--- src/include/i2c_init_table.svh ---
`ifndef I2C_INIT_TABLE_SVH
`define I2C_INIT_TABLE_SVH

// issue order, entry 0 first
// select switch channel 8, then set eeprom address and read one byte, ten times
localparam i2c_cmd_u INIT_CMDS [INIT_LENGTH] = '{
	{1'h1, 4'h2, 32'he808_0000}, // switch to eeprom channel
	{1'h0, 4'h2, 32'ha800_0000}, // eeprom addr 0
	{1'h1, 4'h2, 32'ha900_0000}, // read byte
	{1'h0, 4'h2, 32'ha801_0000},
	{1'h1, 4'h2, 32'ha900_0000},
	{1'h0, 4'h2, 32'ha802_0000},
	{1'h1, 4'h2, 32'ha900_0000},
	{1'h0, 4'h2, 32'ha803_0000},
	{1'h1, 4'h2, 32'ha900_0000},
	{1'h0, 4'h2, 32'ha804_0000},
	{1'h1, 4'h2, 32'ha900_0000},
	{1'h0, 4'h2, 32'ha805_0000}, // last mac byte next
	{1'h1, 4'h2, 32'ha900_0000},
	{1'h0, 4'h2, 32'ha806_0000}, // ip bytes from here
	{1'h1, 4'h2, 32'ha900_0000},
	{1'h0, 4'h2, 32'ha807_0000},
	{1'h1, 4'h2, 32'ha900_0000},
	{1'h0, 4'h2, 32'ha808_0000},
	{1'h1, 4'h2, 32'ha900_0000},
	{1'h0, 4'h2, 32'ha809_0000},
	{1'h1, 4'h2, 32'ha900_0000}  // tenth byte
};

`endif

--- src/rtl/board_pkg.sv ---
`default_nettype none

package board_pkg;

	// bring-up steps, walked in index order
	localparam int NUM_STEPS = 4;

	typedef enum logic [1:0] {
		STEP_CLK        = 2'd0, // external clock lock
		STEP_I2C_ENGINE = 2'd1, // i2c bit engine reset
		STEP_I2C_INIT   = 2'd2, // init table run
		STEP_ID_LOAD    = 2'd3  // mac/ip load strobe
	} step_e;

	// network identity as the ethernet side wants it
	typedef struct packed {
		logic [47:0] mac;
		logic [31:0] ip;
	} net_identity_t;

	// board default when the eeprom is not trusted
	localparam logic [47:0] DEFAULT_MAC = 48'h503e_aa05_9701;
	localparam logic [31:0] DEFAULT_IP  = 32'hc0a8_01e0; // 192.168.1.224

endpackage

`default_nettype wire

--- src/rtl/i2c_pkg.sv ---
`default_nettype none

package i2c_pkg;

	// plain view of a command word as the engine takes it
	typedef struct packed {
		logic        stop;
		logic [3:0]  nack; // nack retries allowed
		logic [31:0] data;
	} i2c_field_t;

	// same word seen as an addressed transfer
	typedef struct packed {
		logic        stop;
		logic [3:0]  nack;
		logic [7:0]  dev;  // device byte, bit 0 set for read
		logic [7:0]  loc;  // mux channel or register address
		logic [15:0] pad;
	} i2c_addr_t;

	typedef union packed {
		i2c_field_t field;
		i2c_addr_t  addr;
	} i2c_cmd_u;

	typedef struct packed {
		logic     start; // one-cycle strobe
		i2c_cmd_u cmd;
	} i2c_req_t;

	typedef struct packed {
		logic        valid; // one-cycle strobe from the engine
		logic [31:0] data;
	} i2c_res_t;

	localparam int          INIT_LENGTH     = 21;
	localparam logic [7:0]  MUX_DEV_ADDR    = 8'he8; // i2c switch, write address
	localparam logic [7:0]  EEPROM_LOCATION = 8'd8;  // switch channel of the id eeprom
	localparam int          ID_BYTES        = 10;    // 6 mac + 4 ip

	`include "i2c_init_table.svh"

endpackage

`default_nettype wire

--- src/rtl/reset_chain.sv ---
`timescale 1ns/1ps
`default_nettype none

module reset_chain #(
	parameter int NUM_STEPS = 4,
	parameter int RESET_LEN = 4
) (
	input  logic                 hw,
	input  logic                 poweronreset,
	input  logic                 hwreset_req,   // host restart strobe
	input  logic [NUM_STEPS-1:0] done_criteria,
	output logic [NUM_STEPS-1:0] step_reset,
	output logic [NUM_STEPS-1:0] step_done
);

	localparam int IDX_W = (NUM_STEPS > 1) ? $clog2(NUM_STEPS) : 1;
	localparam int CNT_W = (RESET_LEN > 1) ? $clog2(RESET_LEN) : 1;

	logic [IDX_W-1:0] cur;           // step being brought up
	logic [CNT_W-1:0] cnt;           // reset pulse length
	logic             waiting;       // pulse over, waiting on done
	logic             running;
	logic             start_pending; // first cycle out of power-on
	logic             last_step;
	logic             pulse_end;

	assign last_step = (cur == IDX_W'(NUM_STEPS - 1));
	assign pulse_end = (cnt == CNT_W'(RESET_LEN - 1));

	// one step in reset at a time
	assign step_reset = (running && !waiting) ? (NUM_STEPS'(1) << cur) : '0;

	always_ff @(posedge hw) begin
		if (poweronreset) begin
			start_pending <= 1'b1;
			running       <= 1'b0;
			waiting       <= 1'b0;
			cur           <= '0;
			cnt           <= '0;
			step_done     <= '0;
		end else if (start_pending || hwreset_req) begin
			// (re)start from step 0
			start_pending <= 1'b0;
			running       <= 1'b1;
			waiting       <= 1'b0;
			cur           <= '0;
			cnt           <= '0;
			step_done     <= '0;
		end else if (running) begin
			if (!waiting) begin
				if (pulse_end) begin
					waiting <= 1'b1;
					cnt     <= '0;
				end else begin
					cnt <= cnt + 1'b1;
				end
			end else if (step_done[cur]) begin
				// done recorded last cycle, move on
				if (last_step) begin
					running <= 1'b0; // whole chain up
				end else begin
					cur     <= cur + 1'b1;
					waiting <= 1'b0;
				end
			end else if (done_criteria[cur]) begin
				step_done[cur] <= 1'b1;
			end
		end
	end

	// never two steps in reset together
	assert property (@(posedge hw) disable iff (poweronreset)
		$onehot0(step_reset))
		else $error("reset_chain: more than one step in reset");

	// a later step only starts once the one before it is done
	for (genvar k = 1; k < NUM_STEPS; k++) begin : g_order
		assert property (@(posedge hw) disable iff (poweronreset)
			$rose(step_reset[k]) |-> step_done[k-1])
			else $error("reset_chain: step %0d started early", k);
	end

endmodule

`default_nettype wire

--- src/rtl/i2c_init_seq.sv ---
`timescale 1ns/1ps
`default_nettype none

module i2c_init_seq
	import i2c_pkg::*;
(
	input  logic     hw,
	input  logic     poweronreset,
	input  logic     seq_reset,  // step reset from the chain
	input  i2c_cmd_u live_cmd,
	input  logic     live_start, // host strobe honoured after init
	input  i2c_res_t i2c_res,
	output i2c_req_t i2c_req,
	output logic     init_done,
	output i2c_res_t result      // last answer from the engine
);

	localparam int IDX_W = $clog2(INIT_LENGTH);

	logic [IDX_W-1:0] idx;      // table entry in flight
	logic [IDX_W-1:0] idx_next;
	logic             busy;     // start sent and result pending
	logic             last_entry;

	assign idx_next   = idx + 1'b1;
	assign last_entry = (idx == IDX_W'(INIT_LENGTH - 1));

	always_ff @(posedge hw) begin
		if (poweronreset || seq_reset) begin
			idx           <= '0;
			busy          <= 1'b0;
			init_done     <= 1'b0;
			i2c_req.start <= 1'b0;
			i2c_req.cmd   <= '0;
			result        <= '0;
		end else begin
			i2c_req.start <= 1'b0; // strobe for one cycle only
			if (busy) begin
				if (i2c_res.valid) begin
					busy   <= 1'b0;
					result <= i2c_res;
					if (!init_done) begin
						if (last_entry) begin
							init_done <= 1'b1; // table finished
						end else begin
							// chain straight into the next entry
							idx           <= idx_next;
							i2c_req.start <= 1'b1;
							i2c_req.cmd   <= INIT_CMDS[idx_next];
							busy          <= 1'b1;
						end
					end
				end
			end else if (!init_done) begin
				// first entry after reset drops
				i2c_req.start <= 1'b1;
				i2c_req.cmd   <= INIT_CMDS[idx];
				busy          <= 1'b1;
			end else if (live_start) begin
				i2c_req.start <= 1'b1; // host pass-through
				i2c_req.cmd   <= live_cmd;
				busy          <= 1'b1;
			end
		end
	end

	// engine has to answer before another command goes out
	assert property (@(posedge hw) disable iff (poweronreset || seq_reset)
		busy && !i2c_res.valid |=> !i2c_req.start)
		else $error("i2c_init_seq: start while a command is outstanding");

endmodule

`default_nettype wire

--- src/rtl/net_identity.sv ---
`timescale 1ns/1ps
`default_nettype none

module net_identity
	import board_pkg::*, i2c_pkg::*;
(
	input  logic          hw,
	input  logic          poweronreset,
	input  i2c_req_t      i2c_req,
	input  i2c_res_t      i2c_res,
	input  logic          init_done,
	input  logic          load,        // load step reset from the chain
	input  logic          use_default, // board switch
	output net_identity_t identity
);

	i2c_cmd_u              cur_cmd;  // command the engine is answering
	logic [7:0]            mux_loc;  // switch channel last selected
	logic [ID_BYTES*8-1:0] record;   // eeprom bytes with the first read in the msb
	logic                  sel_mux;
	logic                  take_byte;

	// switch address byte has the write flag clear
	assign sel_mux = i2c_req.start && (i2c_req.cmd.addr.dev == MUX_DEV_ADDR);

	// read answers from the id eeprom during the init run only
	assign take_byte = i2c_res.valid && !init_done
		&& (mux_loc == EEPROM_LOCATION)
		&& cur_cmd.addr.dev[0];

	always_ff @(posedge hw) begin
		if (poweronreset) begin
			mux_loc <= '0;
		end else if (sel_mux) begin
			mux_loc <= i2c_req.cmd.addr.loc;
		end
	end

	always_ff @(posedge hw) begin
		if (poweronreset) begin
			cur_cmd <= '0;
			record  <= '0;
		end else begin
			if (i2c_req.start) begin
				cur_cmd <= i2c_req.cmd; // held until the next start
			end
			if (take_byte) begin
				record <= {record[ID_BYTES*8-9:0], i2c_res.data[7:0]};
			end
		end
	end

	always_ff @(posedge hw) begin
		if (poweronreset) begin
			identity <= '0;
		end else if (load) begin
			identity <= use_default ? net_identity_t'{mac: DEFAULT_MAC, ip: DEFAULT_IP}
				: net_identity_t'(record);
		end
	end

	// record frozen for as long as init stays done
	assert property (@(posedge hw) disable iff (poweronreset)
		init_done && $past(init_done) |-> $stable(record))
		else $error("net_identity: eeprom record changed after init");

endmodule

`default_nettype wire

--- src/rtl/board_init.sv ---
`timescale 1ns/1ps
`default_nettype none

module board_init
	import board_pkg::*, i2c_pkg::*;
#(
	parameter int RESET_LEN = 4
) (
	input  logic                 hw,
	input  logic                 poweronreset,
	input  logic                 hwreset_req,
	input  logic [1:0]           ext_done,  // clock lock, engine reset done
	input  i2c_res_t             i2c_res,
	input  i2c_cmd_u             live_cmd,
	input  logic                 live_start,
	input  logic                 use_default,
	output logic [1:0]           ext_reset, // clock block, i2c engine
	output logic [NUM_STEPS-1:0] step_done,
	output i2c_req_t             i2c_req,
	output logic                 init_done,
	output i2c_res_t             result,
	output net_identity_t        identity
);

	logic [NUM_STEPS-1:0] step_reset;
	logic [NUM_STEPS-1:0] done_criteria;

	// external steps
	assign ext_reset[0] = step_reset[STEP_CLK];
	assign ext_reset[1] = step_reset[STEP_I2C_ENGINE];

	assign done_criteria[STEP_CLK]        = ext_done[0];
	assign done_criteria[STEP_I2C_ENGINE] = ext_done[1];
	assign done_criteria[STEP_I2C_INIT]   = init_done;
	assign done_criteria[STEP_ID_LOAD]    = ~step_reset[STEP_ID_LOAD]; // done once strobe drops

	reset_chain #(
		.NUM_STEPS (NUM_STEPS),
		.RESET_LEN (RESET_LEN)
	) i_reset_chain (
		.hw            (hw),
		.poweronreset  (poweronreset),
		.hwreset_req   (hwreset_req),
		.done_criteria (done_criteria),
		.step_reset    (step_reset),
		.step_done     (step_done)
	);

	i2c_init_seq i_i2c_init_seq (
		.hw           (hw),
		.poweronreset (poweronreset),
		.seq_reset    (step_reset[STEP_I2C_INIT]),
		.live_cmd     (live_cmd),
		.live_start   (live_start),
		.i2c_res      (i2c_res),
		.i2c_req      (i2c_req),
		.init_done    (init_done),
		.result       (result)
	);

	net_identity i_net_identity (
		.hw           (hw),
		.poweronreset (poweronreset),
		.i2c_req      (i2c_req),
		.i2c_res      (i2c_res),
		.init_done    (init_done),
		.load         (step_reset[STEP_ID_LOAD]),
		.use_default  (use_default),
		.identity     (identity)
	);

	// identity only loads from a finished eeprom read
	assert property (@(posedge hw) disable iff (poweronreset)
		step_reset[STEP_ID_LOAD] |-> init_done)
		else $error("board_init: identity load before i2c init done");

endmodule

`default_nettype wire

--- config.mk ---
export PLATFORM = sky130hd
export DESIGN_NAME = board_init
export DESIGN_NICKNAME = d
export VERILOG_FILES = /design/src/rtl/board_pkg.sv /design/src/rtl/i2c_pkg.sv /design/src/rtl/reset_chain.sv /design/src/rtl/i2c_init_seq.sv /design/src/rtl/net_identity.sv /design/src/rtl/board_init.sv
export VERILOG_INCLUDE_DIRS = /design/src /design/src/include
export SDC_FILE = /design/constraint.sdc
export NUM_CORES = 1
export LEC_CHECK = 0
export BUFFER_PORTS_ARGS = -buffer_cell sky130_fd_sc_hd__buf_2
export CORE_ASPECT_RATIO = 0.75
export CORE_MARGIN = 2
export CORE_UTILIZATION = 45
export DETAILED_ROUTE_END_ITERATION = 12
export GPL_ROUTABILITY_DRIVEN = 0
export PLACE_DENSITY = 0.73
export SYNTH_ARGS = -nofsm -noshare
export SYNTH_HDL_FRONTEND = slang
export SYNTH_SLANG_ARGS = --single-unit
--- constraint.sdc ---
create_clock -name hw -period 4.51 [get_ports hw]
set_input_delay 0.902 -clock hw [delete_from_list [all_inputs] [get_ports hw]]
set_output_delay 0.902 -clock hw [all_outputs]
set_load 0.02 [all_outputs]
==> summary.txt <==
Run status
  • Status: completed

Synth
  • Total nets after synthesis: 1,247
  • Count of warnings emitted by yosys: 0
  • Fraction of registers with async set/reset: 0%
  • Cells taking the most area after synthesis: dfxtp_1 (52%), a21oi_1 (9.1%), nand2_1 (8.8%), nor2_1 (5.4%), nor3b_1 (4.3%)
  • Mean Syn Cell Area: 8.499 sq um
  • Synthesized flop and latch total: 258
  • Cell taking the most area after synthesis: dfxtp_1
  • Distinct cell type count of the synthesized netlist: 56
  • Sequential area share after synthesis: 52.48%
  • Number of enable flip-flop cells after synthesis: 0
  • Gate count after technology mapping: 1,158
  • Share of Yosys cell area claimed by the top area cell type: 52.48%
  • Mapped cell area: 0.009842 sq mm
  • Prevailing post-synth register cell: dfxtp_1

Setup path
  • Endpoint class of the critical path: output port
  • Worst setup endpoint: ext_reset[0]
  • Total stage count of the critical path: 3
  • Number of buffers and inverters on the critical path: 1
  • Critical path startpoint: i_reset_chain.running$_SDFF_PP0_
  • Arrival time at the worst endpoint: 1.83 ns
  • Cell Chain, Critical Path: nor2b_1 -> and2_1 -> buf_2
  • Flop2flop setup slack: 1.81 ns
  • Worst R2R Start: i_i2c_init_seq.busy$_SDFF_PP0_
  • Worst EP required: 3.61 ns
  • Library cell contributing the largest single delay on the critical path: nor2b_1
  • Type of origin of the critical path: register
  • Crit path kind: reg2out
  • Critical path peak fanout: 7
  • Slowest stage delay, CP: 0.55 ns
  • Worst R2R End: i_i2c_init_seq.i2c_req[19]$_SDFFE_PP0P_
  • FF-to-FF path depth: 5
  • Cell family with most CP delay: simple AND/OR/NAND/NOR gates

STA
  • Final-layout setup total negative slack: 0 ns
  • Final setup violation count: 0
  • Final Max Slew Viols: 0
  • Setup repair after global routing missed its margin: false
  • Final Hold Viols: 0
  • Worst Skew: 0.01034 ns
  • Final critical delay including setup and external delays: 2.736 ns
  • Relative slew slack: 20.52%
  • F_max: 365.5 MHz
  • Portion of the clock cycle consumed by the worst path in the final layout: 60.66%
  • Tightest Pin Transition: 1.192 ns

Cells and area
  • Area of all sequential standard cells: 0.005165 sq mm
  • Final layout net count: 1,421
  • Number of fill cells: 1,995
  • Proportion of layout cells with a drive suffix above 1: 22.16%
  • Final std cells w/o fill: 1,637
  • Count of inserted antenna diode cells: 0
  • End-of-flow core utilization: 55.63%
  • Layout overhead on the synthesized area: 20.37%
  • Multi-input combinational cell area: 0.004188 sq mm

Global routing
  • Number of antenna violations at the first check in global routing: 0
  • Largest net degree at the start of global routing: 134
  • Residual overflow from global routing: 0
  • Global routing usage summed across all routing layers: 21.08%
  • Vias in the first global route: 7,868
  • Wire length of the first global-routing pass: 40.81 mm

Die
  • Starting density of the core: 46.22%
  • Num ports: 235
  • DIE WIDTH: 174.8 microns
  • Total die area: 0.02308 sq mm
  • Number of core rows: 46
  • DIE HEIGHT: 132.1 microns
  • Core Area: 0.02130 sq mm

Clock network
  • Number of gates resized after cts: 0
  • Buffers from clock root to sink, at most: 3
  • CTS HTree Levels: 1
  • Clock Sink Count: 258
  • # hold bufs at CTS: 0
  • Skew-Pair Late Insertion Delay: 0.52 ns
  • Library cell used as clock root buffer: clkbuf_16
  • Number of buffers added for setup after CTS: 0
  • Clock transition at path regs: 0.06 ns
  • Total clock buffers created by CTS: 26
  • TritonCTS clock tree: built

Detailed routing
  • Detailed-routed wire length on met2: 11.03 mm
  • Total met3 wirelength after detailed routing: 1.722 mm
  • Post-Route M1 WL: 12.06 mm
  • Via count: 8,594
  • Final ANT Viol Nets: 0
  • Total wirelength of the detailed-routed design: 25.28 mm
  • Violation count after the first detailed-routing iteration: 614
  • Drt pass-1 iters: 5
  • Uppermost layer routed: met4
  • DRC violations left: 0
  • Average wire per standard cell: 15.44 microns
  • Post-detailed-route via-to-cell ratio: 5.250

Place
  • Total of buffers placed on input and output ports: 234
  • DP Wirelength: 16.36 mm
  • Post-Place Cells: 1,592

Worst hold path
  • Worst min path class: reg2reg

Power
  • Sequential power share: 49.1%
  • Reported net switching power: 1.031 mW
  • Internal power: 3.701 mW
  • Combinational cell fraction of total power: 4.5%
  • Largest vdd supply drop: 0.2516 mV
  • Pwr per Cell Area: 399.5 mW/mm^2
  • Sw frac: 21.80%
  • Clock power frac: 46.4%
  • Leakage power total: 4.787 nW

Flow run
  • Maxcap violations: 0
-- cell type report --
type,count,share of cell area [%]
sequential,258,43.60
multi-input combinational,798,35.35
timing repair buffer,240,10.42
clock buffer,37,6.358
tap,288,3.042
clock inverter,8,0.9717
inverter,8,0.2535
-- cells in the final DEF (no fill, tap or decap), types with 3 or more instances in the layout --
cell	n
a21oi_1	178
bufinv_16	3
nor3_1	57
nor2_1	141
clkbuf_8	4
xnor2_1	4
mux2i_1	15
inv_1	7
clkbuf_16	27
clkbuf_1	6
o221a_2	4
nor3b_1	56
a31oi_1	5
buf_2	233
a22oi_1	26
nor2b_1	3
nand3_1	4
clkinv_2	5
o21ai_0	6
nor3_2	3
nand2_1	230
and3_1	3
a211oi_1	5
dfxtp_1	258
and2_1	4
buf_4	5
ha_1	12
-- kinds of logic (layout without fill, tap and decap cells) --
| family | after synthesis | in the layout | synth area share [%] |
|---|---|---|---|
| AND/OR/NAND/NOR | 521 | 521 | 24.32 |
| flip-flops | 258 | 258 | 52.48 |
| AO/OA/AOI/OAI | 243 | 243 | 14.26 |
| buffers and inverters | 102 | 293 | 5.123 |
| multiplexers | 16 | 16 | 1.754 |
| adder cells (fa/ha/maj) | 12 | 12 | 1.526 |
| XOR/XNOR | 6 | 6 | 0.5339 |
-- how the worst min path moves through the flow --
| stage | from | to | slack, ns | depth (start not counted) |
|---|---|---|---|---|
| floorplan | i_net_identity.record[72]$_SDFFE_PP0P_ | i_net_identity.record[72]$_SDFFE_PP0P_ | 0.43 | 2 |
| global placement | i_net_identity.record[75]$_SDFFE_PP0P_ | i_net_identity.record[75]$_SDFFE_PP0P_ | 0.44 | 2 |
| detailed placement | i_net_identity.record[78]$_SDFFE_PP0P_ | i_net_identity.record[78]$_SDFFE_PP0P_ | 0.44 | 2 |
| CTS | i_net_identity.record[78]$_SDFFE_PP0P_ | i_net_identity.record[78]$_SDFFE_PP0P_ | 0.45 | 2 |
| global route | i_net_identity.record[79]$_SDFFE_PP0P_ | i_net_identity.record[79]$_SDFFE_PP0P_ | 0.47 | 2 |
| finish | i_net_identity.record[78]$_SDFFE_PP0P_ | i_net_identity.record[78]$_SDFFE_PP0P_ | 0.45 | 2 |
-- sequential cells by signal (all words and copies together) (netlist names) --
signal,flops
i_net_identity.identity,80
i_net_identity.record,80
i_i2c_init_seq.i2c_req,38
i_i2c_init_seq.result,33
i_net_identity.mux_loc,8
i_i2c_init_seq.idx,5
i_reset_chain.step_done,4
i_reset_chain.cnt,2
i_reset_chain.cur,2
i_i2c_init_seq.busy,1
i_i2c_init_seq.init_done,1
i_net_identity.cur_cmd,1
i_reset_chain.running,1
i_reset_chain.start_pending,1
i_reset_chain.waiting,1
-- power by group through the flow --
stage                     Clock (mW)  Sequential, mW  Combinational [mW]
final                           2.20            2.32               0.213
after global routing            2.32            2.33               0.232
after CTS                       2.23            2.32               0.213
after detailed placement           0            2.37               0.212
after global placement             0            2.37               0.210
after floorplan                    0            2.39               0.113
-- Yosys cell counts, drive strengths merged (10+ instances only) --
cell    number
dfxtp      258
nor3b       57
buf         43
clkbuf      51
nor3        60
a21oi      178
nand2      231
a22oi       26
nor2       141
o21ai       10
ha          12
mux2i       15
-- stage by stage --
step                      hold slack, ns  setup slack [ns]  power, mW  instance area, sq um
after floorplan                   0.4270             2.622      2.505                  9842
after global placement            0.4374             1.696      2.583                 10980
after detailed placement          0.4438             1.632      2.586                 10980
after CTS                         0.4527             1.771      4.768                 11850
after global routing              0.4684             1.660      4.883                 11850
final                             0.4518             1.774      4.732                 11850
-- worst min-delay path: stages, from the launching register on --
cell	delay, ns
dfxtp_1	0.31
nand2_1	0.05
a21oi_1	0.05
-- metal layers --
metal,up-vias,global-route usage [%]
met5,-,0
met1,4039,31.00
li1,4263,-
met2,254,31.25
met3,38,5.133
met4,0,4.583
No activity file was read; power rests on OpenSTA's default activity.
